==> config.mk <==
export PLATFORM = sky130hd
export DESIGN_NAME = dma_ctrl
export DESIGN_NICKNAME = d
export VERILOG_FILES = /design/src/rtl/dma_pkg.sv /design/src/rtl/dma_wr_buffer.sv /design/src/rtl/dma_rd_buffer.sv /design/src/rtl/dma_cmd_arbiter.sv /design/src/rtl/dma_access_check.sv /design/src/rtl/dma_buffer.sv /design/src/rtl/dma_ctrl.sv
export VERILOG_INCLUDE_DIRS = /design/src /design/src/include
export SDC_FILE = /design/constraint.sdc
export NUM_CORES = 1
export LEC_CHECK = 0
export ABC_AREA = 1
export BUFFER_PORTS_ARGS = -buffer_cell sky130_fd_sc_hd__buf_2
export CAP_MARGIN = 20
export CORE_MARGIN = 3
export CORE_UTILIZATION = 34
export DETAILED_ROUTE_END_ITERATION = 16
export PLACE_DENSITY_LB_ADDON = 0.05
export SLEW_MARGIN = 20
export SYNTH_ARGS = -nofsm -noshare
export SYNTH_HDL_FRONTEND = slang
export SYNTH_SLANG_ARGS = --single-unit
==> constraint.sdc <==
create_clock -name clk -period 13.3 [get_ports clk]
set_input_delay 0.665 -clock clk [delete_from_list [all_inputs] [get_ports clk]]
set_output_delay 0.665 -clock clk [all_outputs]
set_load 0.02 [all_outputs]
==> src/include/dma_config.svh <==
// DMA controller configuration
// Buffer depth, AXI id width and the data memory window

`ifndef DMA_CONFIG_SVH
`define DMA_CONFIG_SVH

// Entries in the in-order command buffer
`define DMA_BUF_DEPTH 4

// AXI id width
`define DMA_TAG_W 4

// Data memory window, byte addressed
`define DMA_MEM_BASE 32'hF004_0000
`define DMA_MEM_SIZE 32'h0001_0000

`endif

==> src/rtl/dma_pkg.sv <==
// DMA controller shared types
// AXI payloads, arbitrated command, memory port and response codes

`include "dma_config.svh"

package dma_pkg;

   localparam int DMA_PTR_W = $clog2(`DMA_BUF_DEPTH);

   typedef logic [DMA_PTR_W-1:0] dma_ptr_t;   // Buffer entry index

   // ************************************************************************
   // AXI side payloads
   // ************************************************************************
   typedef struct packed {
      logic [`DMA_TAG_W-1:0] id;
      logic [31:0]           addr;
      logic [2:0]            size;
   } axi_aw_t;

   typedef struct packed {
      logic [63:0] data;
      logic [7:0]  strb;
   } axi_w_t;

   typedef struct packed {
      logic [`DMA_TAG_W-1:0] id;
      logic [31:0]           addr;
      logic [2:0]            size;
   } axi_ar_t;

   typedef struct packed {
      logic                  write;
      logic [31:0]           addr;
      logic [2:0]            size;
      logic [63:0]           wdata;
      logic [7:0]            byteen;
      logic [`DMA_TAG_W-1:0] tag;
   } bus_cmd_t;

   // ************************************************************************
   // Memory port payloads
   // ************************************************************************
   typedef struct packed {
      dma_ptr_t    tag;     // Entry number, echoed on read return
      logic [31:0] addr;
      logic [2:0]  size;
      logic        write;
      logic [63:0] wdata;
   } mem_req_t;

   typedef struct packed {
      dma_ptr_t    tag;
      logic        ecc_error;
      logic [63:0] rdata;
   } mem_rsp_t;

   typedef enum logic [1:0] {
      OKAY   = 2'b00,
      SLVERR = 2'b10,
      DECERR = 2'b11
   } axi_resp_e;

   typedef struct packed {
      logic any_err;     // Entry failed for any reason
      logic align_err;   // Slave error class (alignment or ECC)
   } dma_err_t;

endpackage

==> src/rtl/dma_wr_buffer.sv <==
// DMA write channel buffer
// Holds one AW and one W beat until the pair goes to the arbiter

`timescale 1ns/100ps

module dma_wr_buffer
   import dma_pkg::*;
(
   input  logic    clk,
   input  logic    reset,
   input  logic    aw_valid,
   input  axi_aw_t aw,
   output logic    aw_ready,
   input  logic    w_valid,
   input  axi_w_t  w,
   output logic    w_ready,
   input  logic    sent,
   output logic    wr_valid,
   output axi_aw_t wr_aw,
   output axi_w_t  wr_w
);

   logic aw_vld, w_vld;
   logic aw_hs, w_hs;

   assign aw_ready = ~aw_vld | sent;   // Empty, or draining this cycle
   assign w_ready  = ~w_vld | sent;
   assign aw_hs    = aw_valid & aw_ready;
   assign w_hs     = w_valid & w_ready;
   assign wr_valid = aw_vld & w_vld;

   // Each half refills on its own handshake, else clears when the pair leaves
   always_ff @(posedge clk) begin
      if (reset) begin
         aw_vld <= 1'b0;
         w_vld  <= 1'b0;
      end else begin
         if (aw_hs)     aw_vld <= 1'b1;
         else if (sent) aw_vld <= 1'b0;
         if (w_hs)      w_vld <= 1'b1;
         else if (sent) w_vld <= 1'b0;
      end
   end

   always_ff @(posedge clk) begin
      if (aw_hs) wr_aw <= aw;
      if (w_hs)  wr_w  <= w;
   end

   a_sent_needs_pair: assert property (@(posedge clk) disable iff (reset) sent |-> wr_valid);

endmodule

==> src/rtl/dma_rd_buffer.sv <==
// DMA read channel buffer
// Holds one accepted AR until the arbiter sends it

`timescale 1ns/100ps

module dma_rd_buffer
   import dma_pkg::*;
(
   input  logic    clk,
   input  logic    reset,
   input  logic    ar_valid,
   input  axi_ar_t ar,
   output logic    ar_ready,
   input  logic    sent,
   output logic    rd_valid,
   output axi_ar_t rd_ar
);

   logic ar_hs;

   assign ar_ready = ~rd_valid | sent;
   assign ar_hs    = ar_valid & ar_ready;

   always_ff @(posedge clk) begin
      if (reset)      rd_valid <= 1'b0;
      else if (ar_hs) rd_valid <= 1'b1;
      else if (sent)  rd_valid <= 1'b0;   // Sent with nothing new behind it
   end

   always_ff @(posedge clk) begin
      if (ar_hs) rd_ar <= ar;
   end

endmodule

==> src/rtl/dma_cmd_arbiter.sv <==
// Round-robin arbiter between the write and read channel buffers
// Builds one bus command stream for the DMA buffer

`timescale 1ns/100ps

module dma_cmd_arbiter
   import dma_pkg::*;
(
   input  logic     clk,
   input  logic     reset,
   input  logic     wr_valid,
   input  axi_aw_t  wr_aw,
   input  axi_w_t   wr_w,
   input  logic     rd_valid,
   input  axi_ar_t  rd_ar,
   input  logic     cmd_ready,
   output logic     cmd_valid,
   output bus_cmd_t cmd,
   output logic     wr_sent,
   output logic     rd_sent
);

   logic wr_prio;   // Write wins a tie while set
   logic sel_wr;
   logic cmd_sent;

   assign sel_wr    = (wr_valid & rd_valid) ? wr_prio : wr_valid;
   assign cmd_valid = wr_valid | rd_valid;
   assign cmd_sent  = cmd_valid & cmd_ready;
   assign wr_sent   = cmd_sent & sel_wr;
   assign rd_sent   = cmd_sent & ~sel_wr;

   always_comb begin
      cmd.write  = sel_wr;
      cmd.addr   = sel_wr ? wr_aw.addr : rd_ar.addr;
      cmd.size   = sel_wr ? wr_aw.size : rd_ar.size;
      cmd.tag    = sel_wr ? wr_aw.id : rd_ar.id;
      cmd.wdata  = wr_w.data;
      cmd.byteen = sel_wr ? wr_w.strb : 8'h00;   // No lanes on reads
   end

   // Flip on every command taken
   always_ff @(posedge clk) begin
      if (reset)         wr_prio <= 1'b0;
      else if (cmd_sent) wr_prio <= ~wr_prio;
   end

   // A write pair that loses the cycle waits unchanged for its turn
   a_wr_held: assert property (@(posedge clk) disable iff (reset)
      wr_valid && !wr_sent |=> wr_valid && $stable(wr_aw) && $stable(wr_w));

endmodule

==> src/rtl/dma_access_check.sv <==
// DMA access checker for the head buffer entry
// Window and alignment rules, plus dword-to-word narrowing of writes

`timescale 1ns/100ps

`include "dma_config.svh"

module dma_access_check
   import dma_pkg::*;
(
   input  logic [31:0] addr,
   input  logic [2:0]  size,
   input  logic        write,
   input  logic [7:0]  byteen,
   output dma_err_t    err,
   output logic [31:0] mem_addr,
   output logic [2:0]  mem_size
);

   localparam logic [31:0] WIN_BASE = `DMA_MEM_BASE;
   localparam logic [31:0] WIN_SIZE = `DMA_MEM_SIZE;

   logic [31:0] win_offset;
   logic        addr_err;
   logic        mis_addr;
   logic [3:0]  word_lanes;
   logic        bad_wr;
   logic        half_wr;

   assign win_offset = addr - WIN_BASE;
   assign addr_err   = (addr < WIN_BASE) | (win_offset >= WIN_SIZE);

   always_comb begin
      case (size)
         3'd0:    mis_addr = 1'b0;
         3'd1:    mis_addr = addr[0];
         3'd2:    mis_addr = |addr[1:0];
         3'd3:    mis_addr = |addr[2:0];
         default: mis_addr = 1'b1;   // Wider than a dword
      endcase
   end

   assign word_lanes = addr[2] ? byteen[7:4] : byteen[3:0];

   // Writes are word or dword only, with full lanes
   assign bad_wr = write & ((size < 3'd2) |
                            ((size == 3'd2) & (word_lanes != 4'hf)) |
                            ((size == 3'd3) & ~((byteen == 8'h0f) | (byteen == 8'hf0) |
                                                (byteen == 8'hff))));

   assign err.any_err   = addr_err | mis_addr | bad_wr;
   assign err.align_err = ~addr_err & (mis_addr | bad_wr);

   // Half-filled dword write goes out as a word on the live half
   assign half_wr  = write & (size == 3'd3) & ((byteen == 8'h0f) | (byteen == 8'hf0));
   assign mem_size = half_wr ? 3'd2 : size;
   assign mem_addr = (half_wr & byteen[7]) ? {addr[31:3], 1'b1, addr[1:0]} : addr;

endmodule

==> src/rtl/dma_buffer.sv <==
// DMA in-order command buffer
// Issues entries to the memory port, collects read returns by tag, answers in order

`timescale 1ns/100ps

`include "dma_config.svh"

module dma_buffer
   import dma_pkg::*;
(
   input  logic                  clk,
   input  logic                  reset,
   input  logic                  cmd_valid,
   input  bus_cmd_t              cmd,
   output logic                  cmd_ready,
   input  dma_err_t              err,
   input  logic [31:0]           chk_mem_addr,
   input  logic [2:0]            chk_mem_size,
   output logic [31:0]           head_addr,
   output logic [2:0]            head_size,
   output logic                  head_write,
   output logic [7:0]            head_byteen,
   output logic                  mem_req_valid,
   output mem_req_t              mem_req,
   input  logic                  mem_ready,
   input  logic                  mem_rsp_valid,
   input  mem_rsp_t              mem_rsp,
   output logic                  bvalid,
   input  logic                  bready,
   output logic [`DMA_TAG_W-1:0] bid,
   output axi_resp_e             bresp,
   output logic                  rvalid,
   input  logic                  rready,
   output logic [`DMA_TAG_W-1:0] rid,
   output logic [63:0]           rdata,
   output axi_resp_e             rresp,
   output logic                  active
);

   localparam int DEPTH = `DMA_BUF_DEPTH;
   localparam int CNT_W = $clog2(DEPTH + 1);

   // Entry state
   logic [DEPTH-1:0]     ent_valid, ent_pend, ent_done, ent_done_q;
   dma_err_t [DEPTH-1:0] ent_err;
   logic [31:0]          ent_addr   [DEPTH];
   logic [2:0]           ent_size   [DEPTH];
   logic [7:0]           ent_byteen [DEPTH];
   logic                 ent_write  [DEPTH];
   logic [`DMA_TAG_W-1:0] ent_tag   [DEPTH];
   logic [63:0]          ent_data   [DEPTH];

   dma_ptr_t   wr_ptr, iss_ptr, rsp_ptr;
   logic [CNT_W-1:0] num_valid;
   logic       cmd_en, head_live, err_en, mem_accept, rsp_valid, rsp_sent;
   logic [DEPTH-1:0] cap_en, iss_sel, rtn_en, free_en;
   axi_resp_e  rsp_code;

   function automatic dma_ptr_t next_ptr(input dma_ptr_t ptr);
      return (ptr == dma_ptr_t'(DEPTH - 1)) ? '0 : ptr + 1'b1;
   endfunction

   always_comb begin
      num_valid = '0;
      for (int i = 0; i < DEPTH; i++) begin
         num_valid = num_valid + CNT_W'(ent_valid[i]);
      end
   end

   assign cmd_ready = (num_valid < CNT_W'(DEPTH));
   assign cmd_en    = cmd_valid & cmd_ready;
   assign active    = |ent_valid;

   // ************************************************************************
   // Issue side
   // ************************************************************************
   assign head_addr   = ent_addr[iss_ptr];
   assign head_size   = ent_size[iss_ptr];
   assign head_write  = ent_write[iss_ptr];
   assign head_byteen = ent_byteen[iss_ptr];

   assign head_live     = ent_valid[iss_ptr] & ~ent_pend[iss_ptr] & ~ent_done[iss_ptr];
   assign err_en        = head_live & err.any_err;     // Retire without a request
   assign mem_req_valid = head_live & ~err.any_err;
   assign mem_accept    = mem_req_valid & mem_ready;

   assign mem_req.tag   = iss_ptr;
   assign mem_req.addr  = chk_mem_addr;
   assign mem_req.size  = chk_mem_size;
   assign mem_req.write = head_write;
   assign mem_req.wdata = ent_data[iss_ptr];

   always_comb begin
      for (int i = 0; i < DEPTH; i++) begin
         cap_en[i]  = cmd_en & (wr_ptr == dma_ptr_t'(i));
         iss_sel[i] = (iss_ptr == dma_ptr_t'(i));
         rtn_en[i]  = mem_rsp_valid & (mem_rsp.tag == dma_ptr_t'(i));
         free_en[i] = rsp_sent & (rsp_ptr == dma_ptr_t'(i));
      end
   end

   always_ff @(posedge clk) begin
      if (reset) begin
         ent_valid  <= '0;
         ent_pend   <= '0;
         ent_done   <= '0;
         ent_done_q <= '0;
         ent_err    <= '0;
      end else begin
         for (int i = 0; i < DEPTH; i++) begin
            if (free_en[i]) begin
               ent_valid[i]  <= 1'b0;
               ent_pend[i]   <= 1'b0;
               ent_done[i]   <= 1'b0;
               ent_done_q[i] <= 1'b0;
               ent_err[i]    <= '0;
            end else begin
               if (cap_en[i]) ent_valid[i] <= 1'b1;
               if (iss_sel[i] & mem_accept & ~head_write) ent_pend[i] <= 1'b1;
               if ((iss_sel[i] & (err_en | (mem_accept & head_write))) | rtn_en[i])
                  ent_done[i] <= 1'b1;
               ent_done_q[i] <= ent_done[i];   // Response one cycle after done
               if (iss_sel[i] & err_en)
                  ent_err[i] <= err;
               else if (rtn_en[i] & mem_rsp.ecc_error)
                  ent_err[i] <= '{any_err: 1'b1, align_err: 1'b1};
            end
         end
      end
   end

   // Payload, with the address standing in for data on any error
   always_ff @(posedge clk) begin
      for (int i = 0; i < DEPTH; i++) begin
         if (cap_en[i]) begin
            ent_addr[i]   <= cmd.addr;
            ent_size[i]   <= cmd.size;
            ent_byteen[i] <= cmd.byteen;
            ent_write[i]  <= cmd.write;
            ent_tag[i]    <= cmd.tag;
            ent_data[i]   <= cmd.wdata;
         end else if (iss_sel[i] & err_en) begin
            ent_data[i] <= {32'h0, ent_addr[i]};
         end else if (rtn_en[i]) begin
            ent_data[i] <= mem_rsp.ecc_error ? {32'h0, ent_addr[i]} : mem_rsp.rdata;
         end
      end
   end

   always_ff @(posedge clk) begin
      if (reset) begin
         wr_ptr  <= '0;
         iss_ptr <= '0;
         rsp_ptr <= '0;
      end else begin
         if (cmd_en)              wr_ptr  <= next_ptr(wr_ptr);
         if (mem_accept | err_en) iss_ptr <= next_ptr(iss_ptr);
         if (rsp_sent)            rsp_ptr <= next_ptr(rsp_ptr);
      end
   end

   // ************************************************************************
   // Response side
   // ************************************************************************
   assign rsp_valid = ent_valid[rsp_ptr] & ent_done_q[rsp_ptr];
   assign rsp_code  = ent_err[rsp_ptr].align_err ? SLVERR :
                      ent_err[rsp_ptr].any_err   ? DECERR : OKAY;

   assign bvalid   = rsp_valid & ent_write[rsp_ptr];
   assign bid      = ent_tag[rsp_ptr];
   assign bresp    = rsp_code;
   assign rvalid   = rsp_valid & ~ent_write[rsp_ptr];
   assign rid      = ent_tag[rsp_ptr];
   assign rdata    = ent_data[rsp_ptr];
   assign rresp    = rsp_code;
   assign rsp_sent = (bvalid & bready) | (rvalid & rready);

   a_done_is_valid: assert property (@(posedge clk) disable iff (reset)
      (ent_done & ~ent_valid) == '0);

   a_b_held: assert property (@(posedge clk) disable iff (reset)
      bvalid && !bready |=> bvalid && $stable(bid) && $stable(bresp));

endmodule

==> src/rtl/dma_ctrl.sv <==
// DMA slave controller top level
// AXI write/read channel buffers, arbiter, access check and in-order buffer

`timescale 1ns/100ps

`include "dma_config.svh"

module dma_ctrl
   import dma_pkg::*;
(
   input  logic                  clk,
   input  logic                  reset,
   // AXI write
   input  logic                  aw_valid,
   input  axi_aw_t               aw,
   output logic                  aw_ready,
   input  logic                  w_valid,
   input  axi_w_t                w,
   output logic                  w_ready,
   output logic                  bvalid,
   input  logic                  bready,
   output logic [`DMA_TAG_W-1:0] bid,
   output axi_resp_e             bresp,
   // AXI read
   input  logic                  ar_valid,
   input  axi_ar_t               ar,
   output logic                  ar_ready,
   output logic                  rvalid,
   input  logic                  rready,
   output logic [`DMA_TAG_W-1:0] rid,
   output logic [63:0]           rdata,
   output axi_resp_e             rresp,
   // Memory port
   output logic                  mem_req_valid,
   output mem_req_t              mem_req,
   input  logic                  mem_ready,
   input  logic                  mem_rsp_valid,
   input  mem_rsp_t              mem_rsp,
   output logic                  dma_active
);

   logic        wr_valid, rd_valid, wr_sent, rd_sent;
   axi_aw_t     wr_aw;
   axi_w_t      wr_w;
   axi_ar_t     rd_ar;
   logic        cmd_valid, cmd_ready;
   bus_cmd_t    cmd;
   dma_err_t    chk_err;
   logic [31:0] chk_mem_addr, head_addr;
   logic [2:0]  chk_mem_size, head_size;
   logic        head_write, buf_active;
   logic [7:0]  head_byteen;

   dma_wr_buffer u_wr_buf (
      .clk, .reset, .aw_valid, .aw, .aw_ready, .w_valid, .w, .w_ready,
      .sent(wr_sent), .wr_valid, .wr_aw, .wr_w
   );

   dma_rd_buffer u_rd_buf (
      .clk, .reset, .ar_valid, .ar, .ar_ready,
      .sent(rd_sent), .rd_valid, .rd_ar
   );

   dma_cmd_arbiter u_arb (
      .clk, .reset, .wr_valid, .wr_aw, .wr_w, .rd_valid, .rd_ar,
      .cmd_ready, .cmd_valid, .cmd, .wr_sent, .rd_sent
   );

   dma_access_check u_chk (
      .addr(head_addr), .size(head_size), .write(head_write), .byteen(head_byteen),
      .err(chk_err), .mem_addr(chk_mem_addr), .mem_size(chk_mem_size)
   );

   dma_buffer u_buf (
      .clk, .reset, .cmd_valid, .cmd, .cmd_ready,
      .err(chk_err), .chk_mem_addr, .chk_mem_size,
      .head_addr, .head_size, .head_write, .head_byteen,
      .mem_req_valid, .mem_req, .mem_ready, .mem_rsp_valid, .mem_rsp,
      .bvalid, .bready, .bid, .bresp, .rvalid, .rready, .rid, .rdata, .rresp,
      .active(buf_active)
   );

   assign dma_active = buf_active | wr_valid | rd_valid;

endmodule

---- Word-level counts from Yosys, hierarchy flattened ----
Memory sizes are Yosys's and may differ from the RTL's. A register that Yosys moved wholly into a read port is not among the register bits.
Index checks and enable logic that the tools add are counted.
storage, ports and cells
  memories ................................ 6
  bits in latches ......................... 0
  bits in registers ....................... 184
  ROM bits ................................ 0
  RAM bits ................................ 448
  input bits .............................. 226
operators by class
  equality and inequality tests ........... 19
  div/mod/pow operators ................... 0
  order comparisons ....................... 6
  reduce and logical (&&, ||, !) cells .... 34
  multipliers ............................. 0
  bitwise operators ....................... 99
  $add $sub $neg .......................... 7
  mux-type cells .......................... 148
  shift-type cells ........................ 0
memories
  name              depth  bits a word  rd ports  clocked after Yosys merged registers in  write ports  line              text
  u_buf.ent_data    4      64           2         2                                        4            dma_buffer.sv:51  logic [63:0] ent_data [DEPTH];
  u_buf.ent_addr    4      32           5         1                                        1            dma_buffer.sv:46  logic [31:0] ent_addr [DEPTH];
  u_buf.ent_byteen  4      8            1         1                                        1            dma_buffer.sv:48  logic [7:0] ent_byteen [DEPTH];
  u_buf.ent_tag     4      4            1         1                                        1            dma_buffer.sv:50  logic [`DMA_TAG_W-1:0] ent_tag [DEPTH];
  u_buf.ent_size    4      3            1         1                                        1            dma_buffer.sv:47  logic [2:0] ent_size [DEPTH];
  u_buf.ent_write   4      1            2         2                                        1            dma_buffer.sv:49  logic ent_write [DEPTH];
operators by type and width
  operator                                                                  number
  64-bit 2-to-1 mux                                                         12
  32-bit 2-to-1 mux                                                         4
  32-bit OR reduction                                                       3
  2-bit 2-to-1 mux                                                          45
  1-bit 2-to-1 mux                                                          65
  1-bit bitwise AND                                                         58
  32-bit by 17-bit >= comparator with 1-bit output (second input constant)  1
  32-bit less-than comparator (second input constant)                       1
  8-bit 2-to-1 mux                                                          4
  32-bit subtractor (second input constant)                                 1
  1-bit OR                                                                  29
  8-bit OR reduction                                                        3
  4-bit 2-to-1 mux                                                          5
  3-bit 2-to-1 mux                                                          6
  2-bit equality test (second input constant)                               8
  8-bit equality test (second input constant)                               2
  4-bit OR reduction                                                        4
  2-bit nonzero test                                                        7
  1-bit inverter                                                            12
  3-bit OR reduction                                                        4
  1-bit binary-select mux with 2-bit select                                 5
  2-bit OR reduction                                                        5
  2-bit by 1-bit equality test with 1-bit output (second input constant)    4
  8-bit by 4-bit equality test with 1-bit output (second input constant)    1
  14 further kinds                                                          24

---- Logic depth before layout (Yosys ltp) ----
Gate-level depths: netlist of run 1.
  word-level depth ........................ 15
  mapped depth ............................ 23
  depth with buffers taken out ............ 20

---- By module ----
Synthesis of run 1 repeated with hierarchy kept, for this count alone.
second synthesis, totals
  cells, all modules ...................... 3650
  area, all modules ....................... 32856.5 um^2
modules (own cells, without submodules)
  module            times used  area each (um^2)  cells an instance
  dma_buffer        1           26527.9           3156
  dma_wr_buffer     1           3424.5            124
  dma_rd_buffer     1           1218.7            45
  dma_cmd_arbiter   1           1136.1            223
  dma_access_check  1           538.0             99
  dma_ctrl          1           11.3              3

---- Least setup slack after synthesis of run 1 ----
No wires, ideal clock.
  path type ............................... register to register
  start point ............................. reg u_buf.ent_valid[0]
  end point ............................... mem u_buf.ent_data[3][0], enable pin
  period minus slack after synthesis ...... 6.065 ns
  slack ................................... 7.235 ns
  stages on the path, launching flop included .. 11
  data arrival time ....................... 5.632 ns
  cell sequence ........................... dfxtp_1 inv_1 ha_1 ha_1 nand2_1 inv_1 o21ai_0 nand2_1 nor2_1 inv_1 nand3_1
RTL lines
  element                          line               text
  start, declared                  dma_buffer.sv:44   logic [DEPTH-1:0] ent_valid, ent_pend, ent_done, ent_done_q;
  start signal, assigned           dma_buffer.sv:104  ent_valid <= '0;
  start signal, assigned by index  dma_buffer.sv:112  ent_valid[i] <= 1'b0;
  start signal, assigned by index  dma_buffer.sv:118  if (cap_en[i]) ent_valid[i] <= 1'b1;
  end, declared                    dma_buffer.sv:51

==> flow_summary.yaml, run 1 <==
critical_path:
  end_kind: "flip-flop"
  cpMaxStageDelayCell: "buf_4"
  worst_path_dominant_cell_family: "buffers and inverters"
  critPathArrivalTime_ns: 7.50
  critPathKind: "reg -> reg"
  cp_cell_sequence: "inv_6 -> buf_4 -> buf_4 -> nand2_1 -> nand3_1 -> nand2_1 -> nand2_1 -> nor2_1 -> nand2_1 -> nand2_1 -> nor3_4 -> nand3_2 -> nand3_2 -> buf_4 -> a21oi_4 -> clkinv_1 -> buf_4 -> nand2_4 -> buf_4"
  critPathBufInv: 7
  slowest_delay_ns: 0.77
  cp-start-kind: "flip-flop"
  crit_required_ns: 13.61
  cp_max_fo: 95
clocking:
  numCtsBuffers: 78
  cts_root_buffer: "clkbuf_16"
  cts_hold_buf: 0
  post_cts_resized: 0
  htreeDepth: 3
  clk_latency_ns: 0.65
  clockBufferDepth: 3
  postCtsSetupBuffers: 0
  clk_pin_slew_worst_paths_ns: 0.06
  cts_tree: "built"
  cts.sinks: 636
layout:
  area_growth_pct: 16.60
  drive_gt1_share_pct: 15.36
  final_nets: 4149
sta:
  setup_violations: 0
  min_period_over_period_pct: 54.10
  tns_ns: 0
  rsz0062_at_grt: "no"
  final_hold_viol_count: 0
  maxSlewViolCount: 0
  tightestPinTransition_ns: 1.104
  fin_skew_ns: 0.02392
  fin_ws_ns: 6.105
  final.min_clock_period_ns: 7.195
  fmax_mhz: 139.0
  relSlewSlack_pct: 26.43
place:
  dp_slack_ns: 6.214
  routabilityCongestion: 0.8198
  dp_hpwl_um: 78800
  portBuffers: 410
yosys:
  synth_area_leaders: "edfxtp_1 (56%), nand2_1 (12%), o21ai_0 (7.2%)"
  yosys_register_bits: 636
  synth_nets: 3859
  synth_top_area_share_pct: 56.10
  seq_area_frac_synth_pct: 58.48
  yosys.area.top_type: "edfxtp_1"
  synth.distinct_cells: 33
  avgSynthCellArea_um2: 8.847
  synth_cells: 3618
  synth.cell_area_um2: 32010
  yosys_warnings: 0
global_route:
  grt_pass1_vias: 26420
  antenna_found_initial: 8
  overflow: 0
  grt_usage_pct: 25.56
  grt_max_degree: 96
  grt_pass1_wl_um: 185000
floorplanning:
  fp.dieW_um: 312.8
  start_util_pct: 34.60
  io_pins: 411
  num_rows: 111
  die-area_um2: 97860
  dieHeight_um: 312.8
  core_um2: 92500
drt:
  drtAntennaViolNets: 0
  drtPass1Iterations: 6
  num_vias: 27520
  drc: 0
  vias_per_cell: 5.276
  finalWirelength_um: 128100
  initialDrtViolationCount: 2605
  wl_per_cell_um: 24.55
power_and_ir_drop:
  internal_power_uw: 4181
  p_per_area_nw_per_um2: 182.1
  p_leak_uw: 0.01570
  seq_power_share_pct: 38.0
  clkPwrFrac_pct: 30.1
  p_sw_uw: 2614
  power_frac_comb_pct: 31.9
  ir_worst_vdd_uv: 103.2
  netSwitchingFraction_pct: 38.47
run:
  max_cap_violations: 0
hold_path:
  hold_class: "in -> reg"
run_status:
  status: "finished clean"
==> metal layers <==
metal	global-route usage [%]	routed length [µm]
met5	0	15
met4	7.700	3719
met3	4.185	9278
met2	41.29	58570
met1	35.32	56470
==> registers in the layout (all words and copies together), names as in the netlist, 2 cells and up, named ones only <==
register,flops
u_buf.ent_tag,16
u_wr_buf.wr_w,72
u_wr_buf.wr_aw,39
u_buf.ent_write,4
u_buf.ent_data,256
u_buf.wr_ptr,2
u_buf.rsp_ptr,2
u_buf.ent_done_q,4
u_buf.ent_size,12
u_buf.ent_err,8
u_buf.ent_addr,128
u_buf.ent_valid,4
u_buf.ent_byteen,32
u_buf.ent_done,4
u_rd_buf.rd_ar,39
u_buf.iss_ptr,2
u_buf.ent_pend,4
==> logic make-up after synthesis <==
group / share of synthesized area (%)
compound gates: 12.55
buf+inv: 6.958
simple gates: 21.43
flops: 58.48
fa+ha+maj: 0.5863
==> synthesized netlist by cell type <==
library cell	n
buf_4	17
ha_1	15
clkinv_1	2
a211oi_1	1
buf_1	3
buf_6	18
inv_1	266
nand3_1	296
a31oi_1	1
o21bai_1	1
inv_2	4
o22ai_1	164
o41ai_1	1
nand4_1	12
nor2_1	315
o21a_1	3
a32oi_2	1
nor3_1	8
nand3_2	5
clkbuf_1	154
o21ai_0	458
o21ai_1	32
a21oi_1	81
nand2_1	1055
inv_4	1
dfxtp_1	38
a32o_1	1
o211ai_1	5
edfxtp_1	598
nor3_4	1
buf_2	56
a32oi_1	2
nand3_4	3
==> per-stage QoR <==
stage	area [µm²]	total power, µW	hold WS (ns)	utilization [%]	instances
final	37320	6795	0.1892	40.35	5217
after global routing	37310	7125	0.1560	40.34	5214
after CTS	37310	6860	0.1415	40.34	5214
after detailed placement	34910	4801	0.4498	37.74	5071
after global placement	34910	4800	0.4433	37.74	5071
after floorplan	32010	3887	0.4309	-	3618
==> worst register-to-register path: stages, from the launching register on <==
cell and delay [ns]:
dfxtp_4 0.52, inv_6 0.69, buf_4 0.82, buf_4 0.82, nand2_1 0.17, nand3_1 0.11
nand2_1 0.13, nand2_1 0.09, nor2_1 0.04, nand2_1 0.05, nand2_1 0.08, nor3_4 0.40
nand3_2 0.33, nand3_2 0.13, buf_4 0.51, a21oi_4 0.32, clkinv_1 0.11, buf_4 0.48
nand2_4 0.48, buf_4 0.52
==> power groups by stage <==
stage	Sequential, µW	Combinational [µW]	Clock (µW)
after floorplan	2570	1320	0
after global placement	2620	2180	0
after detailed placement	2620	2180	0
after CTS	2580	2180	2100
after global routing	2600	2340	2180
final	2580	2170	2040
==> final timing paths <==
check	startpoint	end	slack, ns	cells after the start
worst max-delay path	flip-flop	u_buf.ent_data[2][13]$_DFFE_PP_	6.10	19
worst min-delay path	w[51]	u_wr_buf.wr_w[51]$_DFFE_PP_	0.19	1
worst max register to register	flip-flop	u_buf.ent_data[2][13]$_DFFE_PP_	6.10	19
worst min register to register	u_buf.ent_pend[2]$_SDFFE_PP0P_	u_buf.ent_pend[2]$_SDFFE_PP0P_	0.46	2
==> placed cells by master, fill, tap and decap left out, types with 15 or more instances in the layout <==
| master | Yosys | routed |
|---|---|---|
| dfxtp_1 | 38 | 34 |
| nand2_1 | 1055 | 1053 |
| o22ai_1 | 164 | 164 |
| inv_1 | 266 | 258 |
| buf_2 | 56 | 410 |
| clkbuf_16 | 0 | 80 |
| buf_4 | 17 | 48 |
| o21ai_1 | 32 | 32 |
| o21ai_0 | 458 | 458 |
| ha_1 | 15 | 15 |
| nor2_1 | 315 | 313 |
| nand3_1 | 296 | 293 |
| a21oi_1 | 81 | 77 |
| edfxtp_1 | 598 | 598 |
| clkinv_2 | 0 | 21 |
| clkinv_1 | 2 | 20 |
==> cell type report <==
| type | instances | area, µm² |
|---|---|---|
| clock inverters | 51 | 345.3 |
| fillers | 9338 | 55180 |
| inverters | 273 | 1037 |
| flip-flops and latches | 636 | 18730 |
| clock buffers | 92 | 2057 |
| repair buffers | 458 | 2412 |
| well taps | 1243 | 1555 |
| diodes | 3 | 7.507 |
| multi-input cells | 2461 | 11180 |
(Power assumes the default switching activity.)
==> run 2, diff against run 1 <==
- clock period: 13.3 -> 6.28 ns (I/O delays scaled with it)
==> flow_summary.yaml, run 2 (synthesis gave the netlist of run 1 again) <==
sta:
  hold_slack_ns: 0.04869
  tightestPinTransition_ns: 1.200
  rsz0062_at_grt: "no"
  maxSlewViolCount: 0
  fmax_mhz: 203.2
  final_hold_viol_count: 0
  min_period_over_period_pct: 78.35
  tns_ns: 0
  setup_violations: 0
  fin_skew_ns: 0.02265
  relSlewSlack_pct: 20.00
  final.min_clock_period_ns: 4.921
critical_path:
  end_kind: "flip-flop"
  critPathArrivalTime_ns: 5.41
  crit_required_ns: 6.77
  r2r_end: "u_buf.ent_data[3][23]$_DFFE_PP_"
  critPathKind: "reg -> reg"
  reg2regPathDepth: 16
  cp-start-kind: "flip-flop"
  cp-endpoint: "u_buf.ent_data[3][23]$_DFFE_PP_"
  cp_max_fo: 206
  reg2reg_slack_ns: 1.36
floorplanning:
  dieHeight_um: 312.8
  num_rows: 111
  core_um2: 92500
  fp.dieW_um: 312.8
  io_pins: 411
  start_util_pct: 34.60
  die-area_um2: 97860
power_and_ir_drop:
  p_per_area_nw_per_um2: 374.8
  p_leak_uw: 0.01642
  internal_power_uw: 9085
  p_sw_uw: 5535
  finalPower_uw: 14620
  ir_worst_vdd_uv: 328.2
  power_frac_comb_pct: 32.4
  clkPwrFrac_pct: 30.6
  netSwitchingFraction_pct: 37.86
  seq_power_share_pct: 37.1
layout:
  final_cell_area_um2: 39010
  largest_registers: "u_buf.ent_data (256), u_buf.ent_addr (128), u_wr_buf.wr_w (72)"
  drive_gt1_share_pct: 14.80
  fillers: 9207
  area_growth_pct: 21.88
  final_common_cell: "nand2_1"
  layout_common_cells: "nand2_1 (1053), edfxtp_1 (598), o21ai_0 (458)"
  top_register: "u_buf.ent_data"
  final_nets: 4308
  largest_register_ffs: 256
clocking:
  clk_latency_ns: 0.64
  post_cts_resized: 0
  cts_root_buffer: "clkbuf_16"
  postCtsSetupBuffers: 0
  cts_tree: "built"
  cts.sinks: 636
  clockBufferDepth: 3
  htreeDepth: 3
  cts_hold_buf: 153
  numCtsBuffers: 79
  clk_pin_slew_worst_paths_ns: 0.06
drt:
  vias_per_cell: 5.213
  finalWirelength_um: 127600
  num_vias: 28000
  drtPass1Iterations: 6
  drtAntennaViolNets: 0
  drc: 0
  wl_per_cell_um: 23.75
  initialDrtViolationCount: 2599
global_route:
  grt_max_degree: 207
  grt_pass1_vias: 27150
  antenna_found_initial: 3
  overflow: 0
  grt_pass1_wl_um: 186000
  grt_usage_pct: 25.50
place:
  routabilityCongestion: 0.8014
  placed_area_um2: 35000
  dp_hpwl_um: 77590
  portBuffers: 410
run:
  max_cap_violations: 0
run_status:
  status: "finished clean"
hold_path:
  hold_class: "in -> reg"
## run 2: changes by cell type in the layout (fill, tap and decap cells not counted), sizes merged, moves of 3 or more
cell         before  now
buf             458  463
clkinv           42   38
clkinvlp          5    1
dlygate4sd3       0  153
bufinv            3    6
clkbuf           92   97
## run 2: layout make-up
type	instances	area, µm²	share of cell area [%]
clock buffers	97	2098	5.378
inverters	273	1037	2.659
well taps	1243	1555	3.987
flip-flops and latches	636	18730	48.01
diodes	1	2.502	0.006414
repair buffers	616	4031	10.33
multi-input cells	2461	11180	28.65
clock inverters	44	381.6	0.9782
## run 2: layer usage
metal  global-route usage (%)  vias up  routed length [µm]
li1                         -    13220                   -
met1                    33.93    13450               55230
met4                    8.626        0                4245
met3                    4.357      222                8084
met5                        0        -                   0
met2                    42.13     1107               60020
## run 2: how the worst min path moves through the flow
stage | start | end | slack, ns | depth (start not counted)
finish | reset | u_rd_buf.rd_valid$_SDFFE_PP0P_ | 0.05 | 2
global route | mem_ready | u_buf.ent_pend[2]$_SDFFE_PP0P_ | 0.03 | 3
CTS | reset | u_rd_buf.rd_valid$_SDFFE_PP0P_ | 0.001 | 2
detailed placement | u_buf.ent_pend[0]$_SDFFE_PP0P_ | u_buf.ent_pend[0]$_SDFFE_PP0P_ | 0.45 | 2
global placement | u_buf.ent_pend[1]$_SDFFE_PP0P_ | u_buf.ent_pend[1]$_SDFFE_PP0P_ | 0.44 | 2
floorplan | ar[0] | u_rd_buf.rd_ar[0]$_DFFE_PP_ | 0.41 | 0
## run 2: stage by stage
stage	setup WS, ns	utilization [%]	instances
after floorplan	0.2148	-	3618
after global placement	1.557	37.84	5076
after detailed placement	1.492	37.84	5076
after CTS	1.472	42.17	5370
after global routing	1.152	42.17	5370
final	1.359	42.18	5371
## run 2: critical path, cell delays in order (launching register included)
cell,delay [ns]
dfxtp_4,0.38
buf_12,0.70
nand2_1,0.10
nand3_1,0.13
nand2_1,0.24
nor2_1,0.22
nand2_1,0.07
nor2_1,0.12
nand2_1,0.10
nor3_4,0.42
nand3_2,0.35
nand3_2,0.25
nand3_4,0.07
buf_4,0.34
inv_2,0.83
nand2_1,0.14
nand2_1,0.11
## run 2: power groups by stage
stage / Combinational [µW] / Sequential (µW) / Clock, µW
floorplan: 2790 / 5440 / 0
global placement: 4690 / 5500 / 0
detailed placement: 4690 / 5500 / 0
CTS: 4770 / 5410 / 4580
global route: 5110 / 5460 / 4740
finish: 4730 / 5420 / 4470
